--- config.mk ---
export PLATFORM = sky130hd
export DESIGN_NAME = rv_pipe_ctrl
export DESIGN_NICKNAME = d
export VERILOG_FILES = /design/src/rv_pipe_pkg.sv /design/src/rv_ctrl_stage.sv /design/src/rv_mdu_seq.sv /design/src/rv_hazard.sv /design/src/rv_pipe_ctrl.sv
export VERILOG_INCLUDE_DIRS = /design/src
export SDC_FILE = /design/constraint.sdc
export NUM_CORES = 1
export LEC_CHECK = 0
export BUFFER_PORTS_ARGS = -buffer_cell sky130_fd_sc_hd__buf_2
export CAP_MARGIN = 20
export CORE_MARGIN = 2
export CORE_UTILIZATION = 35
export CTS_CLUSTER_DIAMETER = 100
export DETAILED_ROUTE_END_ITERATION = 12
export GPL_TIMING_DRIVEN = 0
export PLACE_DENSITY = 0.62
export SETUP_SLACK_MARGIN = 0.4
export SLEW_MARGIN = 25
export SYNTH_ARGS = -nofsm -noshare
export SYNTH_HDL_FRONTEND = slang
export SYNTH_HIERARCHICAL = 1
export SYNTH_SLANG_ARGS = --single-unit
--- constraint.sdc ---
create_clock -name clk -period 1.9 [get_ports clk]
set_clock_uncertainty 0.1 [all_clocks]
set_input_delay 0.095 -clock clk [delete_from_list [all_inputs] [get_ports clk]]
set_output_delay 0.095 -clock clk [all_outputs]
set_load 0.1 [all_outputs]
--- src/rv_pipe_defs.svh ---
`ifndef RV_PIPE_DEFS_SVH
`define RV_PIPE_DEFS_SVH

// Build options for the pipeline control subsystem
// Every option is a plain value so that it can be tested in generate blocks

// Set to 1 when an external forwarding unit feeds operands back to ID and EX
// With it, only producers whose result is not yet available cause a stall
// Set to 0 to stall on every RAW dependency still in flight
`define RV_FWD 1

// Set to 1 when the register file passes a same-cycle write through to its read port
// In that case an instruction in WB never blocks a reader in ID
`define RV_FWD_REGFILE 1

// Data memory flavours
// With SRAM the load data is valid in MEM and can be forwarded from there
// With BRAM the read takes a full cycle and the data only shows up in WB
`define RV_MEM_TYPE_SRAM 0
`define RV_MEM_TYPE_BRAM 1

// Memory flavour used by this build
`define RV_MEM_TYPE `RV_MEM_TYPE_BRAM

// Number of cycles a divide-class operation keeps EX busy
// Must be 2 or more, the sequencer counter is sized from it
`define RV_MDU_CYCLES 4

`endif

--- src/rv_pipe_pkg.sv ---
package rv_pipe_pkg;

  // Architectural register number, x0 reads as zero and is never a real target
  typedef logic [4:0] reg_addr_t;

  // Where the write-back value of an instruction comes from
  typedef logic [2:0] res_src_t;

  // Plain ALU result, ready at the end of EX
  localparam res_src_t RES_ALU  = 3'd0;
  // Data memory read
  localparam res_src_t RES_LOAD = 3'd1;
  // CSR read value, only valid in WB
  localparam res_src_t RES_CSR  = 3'd2;
  // Multiply or divide unit result
  localparam res_src_t RES_M    = 3'd3;
  // Link address for JAL and JALR
  localparam res_src_t RES_PC4  = 3'd4;

  // Source of the next fetch address
  typedef logic [1:0] pc_sel_t;

  // Fall through to PC + 4
  localparam pc_sel_t PC_SEL_SEQ       = 2'd0;
  // Predicted target from the BTB, the RAS or static decode in ID
  localparam pc_sel_t PC_SEL_PREDICTED = 2'd1;
  // Resolved branch or jump target coming back from EX
  localparam pc_sel_t PC_SEL_REDIRECT  = 2'd2;

  // States of the multi-cycle sequencer
  // IDLE waits for a divide-class op in EX
  // BUSY counts the remaining execution cycles
  // DONE is the single cycle in which the op is allowed to leave EX
  typedef enum logic [1:0] {
    IDLE = 2'd0,
    BUSY = 2'd1,
    DONE = 2'd2
  } mdu_state_t;

endpackage

--- src/rv_ctrl_stage.sv ---
`timescale 1ns/10ps

// One pipeline register for the destination side of an instruction
// It carries the target register, its write enable, the result source
// and the multi-cycle marker from one stage to the next
module rv_ctrl_stage (
  input  logic                  clk,
  input  logic                  rst,
  input  logic                  stall,
  input  logic                  flush,
  input  rv_pipe_pkg::reg_addr_t rd,
  input  logic                  reg_write,
  input  rv_pipe_pkg::res_src_t  res_src,
  input  logic                  multi,
  output rv_pipe_pkg::reg_addr_t rd_q,
  output logic                  reg_write_q,
  output rv_pipe_pkg::res_src_t  res_src_q,
  output logic                  multi_q
);

  // A bubble is loaded on reset and on a flush that is not overridden by a stall
  // Stall wins over flush so that an op frozen in EX is never thrown away
  logic load_bubble;

  assign load_bubble = rst || (flush && !stall);

  always_ff @(posedge clk) begin
    if (load_bubble) begin
      // Bubble looks like a NOP writing nothing to x0
      rd_q        <= '0;
      reg_write_q <= 1'b0;
      res_src_q   <= rv_pipe_pkg::RES_ALU;
      multi_q     <= 1'b0;
    end else if (!stall) begin
      rd_q        <= rd;
      reg_write_q <= reg_write;
      res_src_q   <= res_src;
      multi_q     <= multi;
    end
    // Otherwise the stage holds what it has
  end

  // After a flush that took effect the stage must not write the register file
  a_flush_kills_write: assert property (
    @(posedge clk) disable iff (rst)
    (flush && !stall) |=> !reg_write_q
  ) else $error("rv_ctrl_stage: write enable survived a flush");

endmodule

--- src/rv_mdu_seq.sv ---
`timescale 1ns/10ps

`include "rv_pipe_defs.svh"

// Sequencer for divide-class operations sitting in EX
// It keeps op_active_ex high for RV_MDU_CYCLES cycles in a row, starting in
// the first cycle the op shows up at the ID/EX output, and then drops it for
// one cycle so that the finished op moves on to MEM
module rv_mdu_seq (
  input  logic clk,
  input  logic rst,
  input  logic multi_ex,
  output logic op_active_ex
);

  // Counter only needs to hold RV_MDU_CYCLES - 1
  localparam int CNT_W = $clog2(`RV_MDU_CYCLES);

  rv_pipe_pkg::mdu_state_t state;
  logic [CNT_W-1:0]        cnt;

  always_ff @(posedge clk) begin
    if (rst) begin
      state <= rv_pipe_pkg::IDLE;
      cnt   <= '0;
    end else begin
      case (state)
        rv_pipe_pkg::IDLE: begin
          // The IDLE cycle already counts as the first busy cycle
          if (multi_ex) begin
            state <= rv_pipe_pkg::BUSY;
            cnt   <= CNT_W'(`RV_MDU_CYCLES - 1);
          end
        end
        rv_pipe_pkg::BUSY: begin
          cnt <= cnt - CNT_W'(1);
          // On the last busy cycle the op is released at the following edge
          if (cnt == CNT_W'(1)) begin
            state <= rv_pipe_pkg::DONE;
          end
        end
        rv_pipe_pkg::DONE: begin
          // The finished op still shows multi_ex here, so it is ignored
          state <= rv_pipe_pkg::IDLE;
        end
        default: begin
          state <= rv_pipe_pkg::IDLE;
          cnt   <= '0;
        end
      endcase
    end
  end

  // Busy level goes straight to the hazard unit without a register in between
  assign op_active_ex = ((state == rv_pipe_pkg::IDLE) && multi_ex) ||
                        ((state == rv_pipe_pkg::BUSY) && (cnt != '0));

  // Counter never reaches the full cycle count
  a_cnt_bounded: assert property (
    @(posedge clk) disable iff (rst)
    int'(cnt) < `RV_MDU_CYCLES
  ) else $error("rv_mdu_seq: counter out of range");

endmodule

--- src/rv_hazard.sv ---
`timescale 1ns/10ps

`include "rv_pipe_defs.svh"

// Data and control hazard detection for the five-stage pipe
//
// RAW dependencies between the registers read in ID and the destinations in
// EX, MEM and WB either stall the front end and push a bubble into EX, or,
// while a multi-cycle op is running, freeze the whole pipe instead.
// Redirects and mispredictions flush the two youngest stages and take
// priority over any data stall, since the stalled instruction is discarded.
//
// Purely combinational, all outputs follow their inputs in the same cycle.
module rv_hazard (
  // Source registers of the instruction in ID
  input  rv_pipe_pkg::reg_addr_t rs1_id,
  input  rv_pipe_pkg::reg_addr_t rs2_id,
  input  logic                  rs1_used_id,
  input  logic                  rs2_used_id,

  // Destination of the instruction in EX
  input  rv_pipe_pkg::reg_addr_t rd_ex,
  input  logic                  reg_write_ex,
  input  rv_pipe_pkg::res_src_t  res_src_ex,
  input  logic                  op_active_ex,

  // Destination of the instruction in MEM
  input  rv_pipe_pkg::reg_addr_t rd_mem,
  input  logic                  reg_write_mem,
  input  rv_pipe_pkg::res_src_t  res_src_mem,

  // Destination of the instruction in WB
  input  rv_pipe_pkg::reg_addr_t rd_wb,
  input  logic                  reg_write_wb,

  // Fetch steering and prediction status
  input  rv_pipe_pkg::pc_sel_t   pc_sel,
  input  logic                  mispredicted_ex,
  input  logic                  jalr_mispredicted_mem,
  // BTB and RAS hits are IF-aligned, they qualify the current PC_SEL_PREDICTED
  input  logic                  btb_pred_taken,
  input  logic                  ras_pred_taken,

  output logic                  pc_stall,
  output logic                  if_id_stall,
  output logic                  if_id_flush,
  output logic                  id_ex_stall,
  output logic                  id_ex_flush,
  output logic                  ex_mem_stall,
  output logic                  mem_wb_stall
);

  // True when a writer to rd feeds one of the sources read in ID
  // Writes to x0 are dropped by the register file and never count
  function automatic logic reads_from(input rv_pipe_pkg::reg_addr_t rd,
                                      input logic                  we);
    logic hit1;
    logic hit2;
    hit1 = rs1_used_id && (rs1_id == rd);
    hit2 = rs2_used_id && (rs2_id == rd);
    return we && (rd != '0) && (hit1 || hit2);
  endfunction

  logic ex_hit;
  logic mem_hit;
  logic wb_hit;

  always_comb begin
    ex_hit  = reads_from(rd_ex, reg_write_ex);
    mem_hit = reads_from(rd_mem, reg_write_mem);
    // WB only matters when the register file cannot pass its write through
    wb_hit  = (`RV_FWD_REGFILE == 0) && reads_from(rd_wb, reg_write_wb);
  end

  // Producers whose value is not ready for forwarding back to ID yet
  logic late_ex;
  logic late_mem;

  if (`RV_MEM_TYPE == `RV_MEM_TYPE_BRAM) begin : g_bram
    // BRAM load data only arrives in WB, so loads block in EX and in MEM
    assign late_ex  = (res_src_ex == rv_pipe_pkg::RES_LOAD) ||
                      (res_src_ex == rv_pipe_pkg::RES_CSR) ||
                      (res_src_ex == rv_pipe_pkg::RES_M);
    assign late_mem = (res_src_mem == rv_pipe_pkg::RES_LOAD) ||
                      (res_src_mem == rv_pipe_pkg::RES_CSR) ||
                      (res_src_mem == rv_pipe_pkg::RES_M);
  end else begin : g_sram
    // SRAM load data can be forwarded from MEM, only CSR and M results wait
    assign late_ex  = (res_src_ex == rv_pipe_pkg::RES_CSR) ||
                      (res_src_ex == rv_pipe_pkg::RES_M);
    assign late_mem = (res_src_mem == rv_pipe_pkg::RES_CSR) ||
                      (res_src_mem == rv_pipe_pkg::RES_M);
  end

  logic data_hazard;

  if (`RV_FWD != 0) begin : g_fwd
    // Ordinary EX and MEM results are covered by the forwarding unit
    assign data_hazard = (ex_hit && late_ex) || (mem_hit && late_mem) || wb_hit;
  end else begin : g_no_fwd
    // Without forwarding every pending writer holds the reader in ID
    assign data_hazard = ex_hit || mem_hit || wb_hit;
  end

  logic pc_redirect;
  logic pc_predicted;
  logic redirect_any;
  logic front_hold;
  logic pred_flush;

  assign pc_redirect  = (pc_sel == rv_pipe_pkg::PC_SEL_REDIRECT);
  assign pc_predicted = (pc_sel == rv_pipe_pkg::PC_SEL_PREDICTED);

  // Any of these throws away the instructions in IF/ID and ID/EX
  assign redirect_any = pc_redirect || mispredicted_ex || jalr_mispredicted_mem;

  // Front end waits on a data hazard or on a running multi-cycle op
  assign front_hold = data_hazard || op_active_ex;

  // A BTB hit redirects fetch early enough that nothing wrong was fetched
  // RAS and static predictions come from ID, so the sequential fetch must go
  // The flush only applies while ID actually advances
  assign pred_flush = pc_predicted && (!btb_pred_taken || ras_pred_taken) && !front_hold;

  assign pc_stall    = front_hold && !redirect_any;
  assign if_id_stall = front_hold && !redirect_any;
  assign if_id_flush = redirect_any || pred_flush;

  // ID/EX takes a bubble on a data hazard, but is frozen under a multi-cycle op
  assign id_ex_stall = op_active_ex;
  assign id_ex_flush = (data_hazard && !op_active_ex) || redirect_any;

  // Back half of the pipe only stops for the multi-cycle op
  assign ex_mem_stall = op_active_ex;
  assign mem_wb_stall = op_active_ex;

  // Holding and discarding IF/ID at once would lose the decoded instruction
  always_comb begin
    a_if_id_excl: assert final (!(if_id_stall && if_id_flush))
      else $error("rv_hazard: IF/ID stalled and flushed together");
  end

endmodule

--- src/rv_pipe_ctrl.sv ---
`timescale 1ns/10ps

// Pipeline control subsystem
// Carries destination metadata from ID to WB, tracks multi-cycle ops in EX
// and produces the stall and flush controls for every pipeline register
module rv_pipe_ctrl (
  input  logic                  clk,
  input  logic                  rst,

  // Decoded instruction in ID
  input  rv_pipe_pkg::reg_addr_t id_rs1,
  input  rv_pipe_pkg::reg_addr_t id_rs2,
  input  rv_pipe_pkg::reg_addr_t id_rd,
  input  logic                  id_rs1_used,
  input  logic                  id_rs2_used,
  input  logic                  id_reg_write,
  input  rv_pipe_pkg::res_src_t  id_res_src,
  input  logic                  id_multi,

  // Fetch steering and prediction status
  input  rv_pipe_pkg::pc_sel_t   pc_sel,
  input  logic                  mispredicted_ex,
  input  logic                  jalr_mispredicted_mem,
  input  logic                  btb_pred_taken,
  input  logic                  ras_pred_taken,

  output logic                  pc_stall,
  output logic                  if_id_stall,
  output logic                  if_id_flush,
  output logic                  id_ex_stall,
  output logic                  id_ex_flush,
  output logic                  ex_mem_stall,
  output logic                  mem_wb_stall,

  // Register file write port control
  output rv_pipe_pkg::reg_addr_t wb_rd,
  output logic                  wb_reg_write
);

  // EX stage metadata
  rv_pipe_pkg::reg_addr_t ex_rd;
  logic                   ex_reg_write;
  rv_pipe_pkg::res_src_t  ex_res_src;
  logic                   ex_multi;

  // MEM stage metadata
  rv_pipe_pkg::reg_addr_t mem_rd;
  logic                   mem_reg_write;
  rv_pipe_pkg::res_src_t  mem_res_src;
  logic                   mem_multi;

  logic                   op_active_ex;

  rv_ctrl_stage u_id_ex (
    .clk         (clk),
    .rst         (rst),
    .stall       (id_ex_stall),
    .flush       (id_ex_flush),
    .rd          (id_rd),
    .reg_write   (id_reg_write),
    .res_src     (id_res_src),
    .multi       (id_multi),
    .rd_q        (ex_rd),
    .reg_write_q (ex_reg_write),
    .res_src_q   (ex_res_src),
    .multi_q     (ex_multi)
  );

  // EX/MEM and MEM/WB are never flushed, a redirect only hits the young stages
  rv_ctrl_stage u_ex_mem (
    .clk         (clk),
    .rst         (rst),
    .stall       (ex_mem_stall),
    .flush       (1'b0),
    .rd          (ex_rd),
    .reg_write   (ex_reg_write),
    .res_src     (ex_res_src),
    .multi       (ex_multi),
    .rd_q        (mem_rd),
    .reg_write_q (mem_reg_write),
    .res_src_q   (mem_res_src),
    .multi_q     (mem_multi)
  );

  // Only the write target and enable are needed past WB
  rv_ctrl_stage u_mem_wb (
    .clk         (clk),
    .rst         (rst),
    .stall       (mem_wb_stall),
    .flush       (1'b0),
    .rd          (mem_rd),
    .reg_write   (mem_reg_write),
    .res_src     (mem_res_src),
    .multi       (mem_multi),
    .rd_q        (wb_rd),
    .reg_write_q (wb_reg_write),
    .res_src_q   (),
    .multi_q     ()
  );

  rv_mdu_seq u_mdu_seq (
    .clk          (clk),
    .rst          (rst),
    .multi_ex     (ex_multi),
    .op_active_ex (op_active_ex)
  );

  rv_hazard u_hazard (
    .rs1_id                (id_rs1),
    .rs2_id                (id_rs2),
    .rs1_used_id           (id_rs1_used),
    .rs2_used_id           (id_rs2_used),
    .rd_ex                 (ex_rd),
    .reg_write_ex          (ex_reg_write),
    .res_src_ex            (ex_res_src),
    .op_active_ex          (op_active_ex),
    .rd_mem                (mem_rd),
    .reg_write_mem         (mem_reg_write),
    .res_src_mem           (mem_res_src),
    .rd_wb                 (wb_rd),
    .reg_write_wb          (wb_reg_write),
    .pc_sel                (pc_sel),
    .mispredicted_ex       (mispredicted_ex),
    .jalr_mispredicted_mem (jalr_mispredicted_mem),
    .btb_pred_taken        (btb_pred_taken),
    .ras_pred_taken        (ras_pred_taken),
    .pc_stall              (pc_stall),
    .if_id_stall           (if_id_stall),
    .if_id_flush           (if_id_flush),
    .id_ex_stall           (id_ex_stall),
    .id_ex_flush           (id_ex_flush),
    .ex_mem_stall          (ex_mem_stall),
    .mem_wb_stall          (mem_wb_stall)
  );

endmodule

; ---- Word-level counts from Yosys, hierarchy flattened
; Cells that the tools add are included.
[word_totals]
regBits = 29
latch_bits = 0
mem_bits_rw = 0
romBits = 0
inputBits = 30
output_inout_bits = 13
wordCells = 77
mem_count = 0
[classes]
addsub = 1
mul = 0
div = 0
magnitude_cmp = 0
eq_ne = 17
n_shift = 0
mux = 5
bitwise = 1
reduce_logical = 42
[op_table]
columns = op, n
row1 = $eq 5x5->1, 4
row2 = $logic_and 1x1->1, 17
row3 = $logic_or 1x1->1, 15
row4 = $eq 3x2->1 const B, 4
row5 = $reduce_bool 5->1, 2
row6 = $eq 2x1->1 const B, 3
row7 = $eq 3x1->1 const B, 2
row8 = $mux 2, 3
row9 = $pmux 2 s3, 1
row10 = $eq 2x2->1 const B, 2
row11 = $logic_not 1->1, 4
row12 = $pmux 2 s2, 1
row13 = $reduce_and 2->1, 2
row14 = $logic_not 2->1, 1
row15 = $ne 2x1->1 const B, 1
row16 = $ne 2x2->1 const B, 1
row17 = $reduce_bool 2->1, 1
row18 = $sub 2x1->2 const B, 1
row19 = $not 1->1, 1

; ---- Depth between registers and ports, before layout
[logic_depth]
word_depth = 10
ltp_mapped = 8

; ---- Modules after synthesis
; Netlist, hierarchy kept.
[by_module_without_submodules]
columns = module, instances, cells_each, area_each_um2
row1 = rv_ctrl_stage, 3, 45, 480.5
row2 = rv_hazard, 1, 52, 366.6
row3 = rv_mdu_seq, 1, 19, 186.4
row4 = rv_pipe_ctrl, 1, 1, 3.8

; ---- Worst setup path before layout
; Ideal clock, no wire load.
[synth_path]
path_type = flip-flop to output port
startpoint = reg u_id_ex.rd_q[4]
endpoint = out pc_stall
t_arrival_ps = 3061
required_time_ps = 1705
path_slack_ps = -1356
path_stages_with_launch = 7
n_path_buf = 1
cell_sequence = dfxtp_1 -> or4_1 -> nor2_1 -> nor4b_1 -> a22oi_2 -> a21oi_1 -> buf_4
[synth_via]
elab_chain_len = 8
elab_cells_between_ends = 12
classes_between = 2 x eq/ne / 10 x reduce/logical
[synth_lines]
columns = element, line_no
row1 = start: declaration, rv_ctrl_stage.sv:15  ; output rv_pipe_pkg::reg_addr_t rd_q,
row2 = start signal: assignment, rv_ctrl_stage.sv:35  ; rd_q <= rd;
row3 = $eq 5x5->1 (on tied branches), "rv_hazard.sv:59, rv_hazard.sv:60"
row4 = $logic_and 1x1->1 (on tied branches), "rv_hazard.sv:59, rv_hazard.sv:60"
row5 = $logic_or 1x1->1, rv_hazard.sv:61  ; return we && (rd != '0) && (hit1 || hit2);
row6 = $logic_and 1x1->1 (*), rv_hazard.sv:61
row7 = $logic_and 1x1->1 (*), rv_hazard.sv:99  ; assign data_hazard = (ex_hit && late_ex) || (mem_hit && late_mem) || wb_hit;
row8 = $logic_or 1x1->1 (*), rv_hazard.sv:99
row9 = $logic_or 1x1->1 (*), rv_hazard.sv:118  ; assign front_hold = data_hazard || op_active_ex;
row10 = $logic_and 1x1->1 (*), --
row11 = end: declaration, rv_pipe_ctrl.sv:27  ; output logic pc_stall,
; Every way passes the cells marked *; elsewhere a longest branch is shown, timed or not.

; ---- Worst setup path in the final report
[layout_path]
startpoint = reg u_ex_mem.rd_q[1]
endpoint = reg u_id_ex.rd_q[0]
[layout_via]
elab_chain_len = 10
elab_cells_between_ends = 14
classes_between = 2 x eq/ne / 12 x reduce/logical
[layout_lines]
columns = element, line_no
row1 = start: declaration, rv_ctrl_stage.sv:15
row2 = start signal: assignment, rv_ctrl_stage.sv:35
row3 = $eq 5x5->1 (on tied branches), "rv_hazard.sv:59, rv_hazard.sv:60"
row4 = $logic_and 1x1->1 (on tied branches), "rv_hazard.sv:59, rv_hazard.sv:60"
row5 = $logic_or 1x1->1, rv_hazard.sv:61
row6 = $logic_and 1x1->1 (*), rv_hazard.sv:61
row7 = $logic_and 1x1->1 (*), rv_hazard.sv:99
row8 = $logic_or 1x1->1 (*), rv_hazard.sv:99
row9 = $logic_and 1x1->1 (*), rv_hazard.sv:131  ; assign id_ex_flush = (data_hazard && !op_active_ex) || redirect_any;
row10 = $logic_or 1x1->1 (*), rv_hazard.sv:131
row11 = $logic_and 1x1->1 (*), rv_ctrl_stage.sv:25  ; assign load_bubble = rst || (flush && !stall);
row12 = $logic_or 1x1->1 (*), rv_ctrl_stage.sv:25
; Marks and branches as above.
; A chain may end at the register's enable or synchronous reset.

==> reports/results.ini <==
[grt]
grt_pass1_vias = 1721
use_met3 = 0.0428
top_usage_layer = met2
grt_pass1_wl_um = 7510
grtUsageTotal = 0.178
grt_max_degree = 12
grtUsageMet2 = 0.312
antenna_found_initial = 0
use_met1 = 0.210
overflow = 0

[setup_path]
path_class = reg2reg
critPathMaxFanout = 5
ff2ff_setup_slack_ns = -0.31
cp.arrival_ns = 2.29
crit_required_ns = 1.98
start_kind = register
end_kind = register

[outcome]
violations = negative setup slack
status = finished with violations

[floorplan]
core_region_area_sq_um = 4790
die_height_um = 75.1
num_rows = 25
io_pins = 43
dieArea_sq_um = 5640
initial_core_util = 0.369
die_width_um = 75.1

[final_layout]
stdcell_count = 336
area_growth_pct = 65.5
layout-drive-gt1-share = 0.572
final_common_cell = buf_2
diodes = 0
mostFrequentLayoutCells = buf_2, inv_1, o32ai_2, xnor2_1, buf_6
fin_nets = 300

[cts]
cts_root_buf = clkbuf_8
numCtsBuffers = 5
clock_path_buffers = 2
clkSinkCount = 29
clk_latency_ns = 0.28
cts-htree-levels = 2
cts_tree = done
clkTransAtPathRegs_ns = 0.06

[sta]
timing.final.crit_share = 1.16
worstMarginPinSlew_ns = 0.567
rsz0062_at_grt = yes
hold_viol_final = 0
fmax_mhz = 453
final-setup-viol-count = 14
period_needed_ns = 2.21
fin_tns_setup_ns = -3.96
slew_violations = 0
setup_slack_ns = -0.305
relSlewSlack = 0.618

[synth]
synth_area_sq_um = 1770
syn_inst = 187
yosysWarnings = 6
avgSynthCellArea_sq_um = 9.45

[job]
cap_violations = 0

[power]
p_per_area_nw_per_um2 = 582
ir_worst_vdd_v = 0.000438
cellLeakagePower_nw = 1.19

[route]
ant_nets = 0
drc = 0
vias = 1608
drt-total-wl_um = 4630
drt-wirelength-per-cell_um = 13.8
via_per_inst = 4.79
drt_pass1_iterations = 4
drtIter0Drc = 72

[placement]
io_buffer_count = 42
hpwlAfterDp_um = 2880
dp.cells = 297
gp_congestion = 0.783

[hold_path]
hold_class = in2reg

-- sequential cells by signal, summed over array words and instances (netlist names) --
register	flops
u_ex_mem/rd_q	5
u_id_ex/rd_q	5
u_mem_wb/rd_q	5
u_ex_mem/res_src_q	3
u_id_ex/res_src_q	3
u_mdu_seq/cnt	2
u_mdu_seq/state	2
u_ex_mem/reg_write_q	1
u_id_ex/multi_q	1
u_id_ex/reg_write_q	1
u_mem_wb/reg_write_q	1
-- metrics by stage --
stage | worst slack [ns] | power [mW] | util | hold slack, ns | area, sq um
global route | -0.381 | 1.77 | 0.611 | 0.0312 | 2930
floorplan | -0.457 | 0.844 | - | 0.0735 | 1820
detailed placement | -0.368 | 0.916 | 0.441 | 0.280 | 2110
finish | -0.305 | 1.70 | 0.611 | 0.0224 | 2930
global placement | -0.359 | 0.915 | 0.441 | 0.279 | 2110
CTS | -0.339 | 1.69 | 0.573 | 0.0149 | 2740
-- layout make-up --
| class | instances | area (sq um) |
|---|---|---|
| well taps | 67 | 83.8 |
| repair buffers | 73 | 638 |
| clock buffers | 7 | 86.3 |
| flip-flops and latches | 29 | 607 |
| inverters | 29 | 109 |
| plain buffers | 16 | 181 |
| multi-input cells | 114 | 1190 |
| fillers | 409 | 1860 |
| clock inverters | 1 | 30.0 |
-- repair_timing --
action | in CTS | in global routing
setup endpoints to repair | 32 | 32
cloned | 3 | 0
endpoints found under the hold margin | 9 | 0
setup buffers | 14 | 5
gates resized for setup | 78 | 31
hold buffers | 9 | 0
pin swaps | 17 | 5
-- report_power, final --
part           internal (mW)  total [mW]  switching [mW]
Clock                  0.427       0.660           0.233
Sequential             0.617       0.631          0.0138
Combinational          0.202       0.411           0.209
-- path summary, 6_finish.rpt --
path / to / start / cells past startpoint
setup reg to reg: u_id_ex/rd_q[0] / u_ex_mem/rd_q[1] / 9
hold reg to reg: u_mem_wb/rd_q[1] / u_mem_wb/rd_q[1] / 2
setup / recovery: u_id_ex/rd_q[0] / u_ex_mem/rd_q[1] / 9
hold / removal: u_id_ex/res_src_q[2] / id_res_src[2] / 3
-- worst max-delay path: stages, from the launching register on --
cell and delay [ns]:
dfxtp_4 0.36, or4_4 0.54, nor2_4 0.12, nor4b_2 0.05
a22oi_2 0.13, buf_6 0.15, o21bai_4 0.06, or2_4 0.26
buf_8 0.14, o32ai_2 0.19
-- metal layers --
metal / vias up / routed length [um]
li1: 796 / -
met1: 757 / 2010
met2: 44 / 2310
met3: 11 / 232
met4: 0 / 82
met5: - / 0
Power figures use the tool's default switching activity.
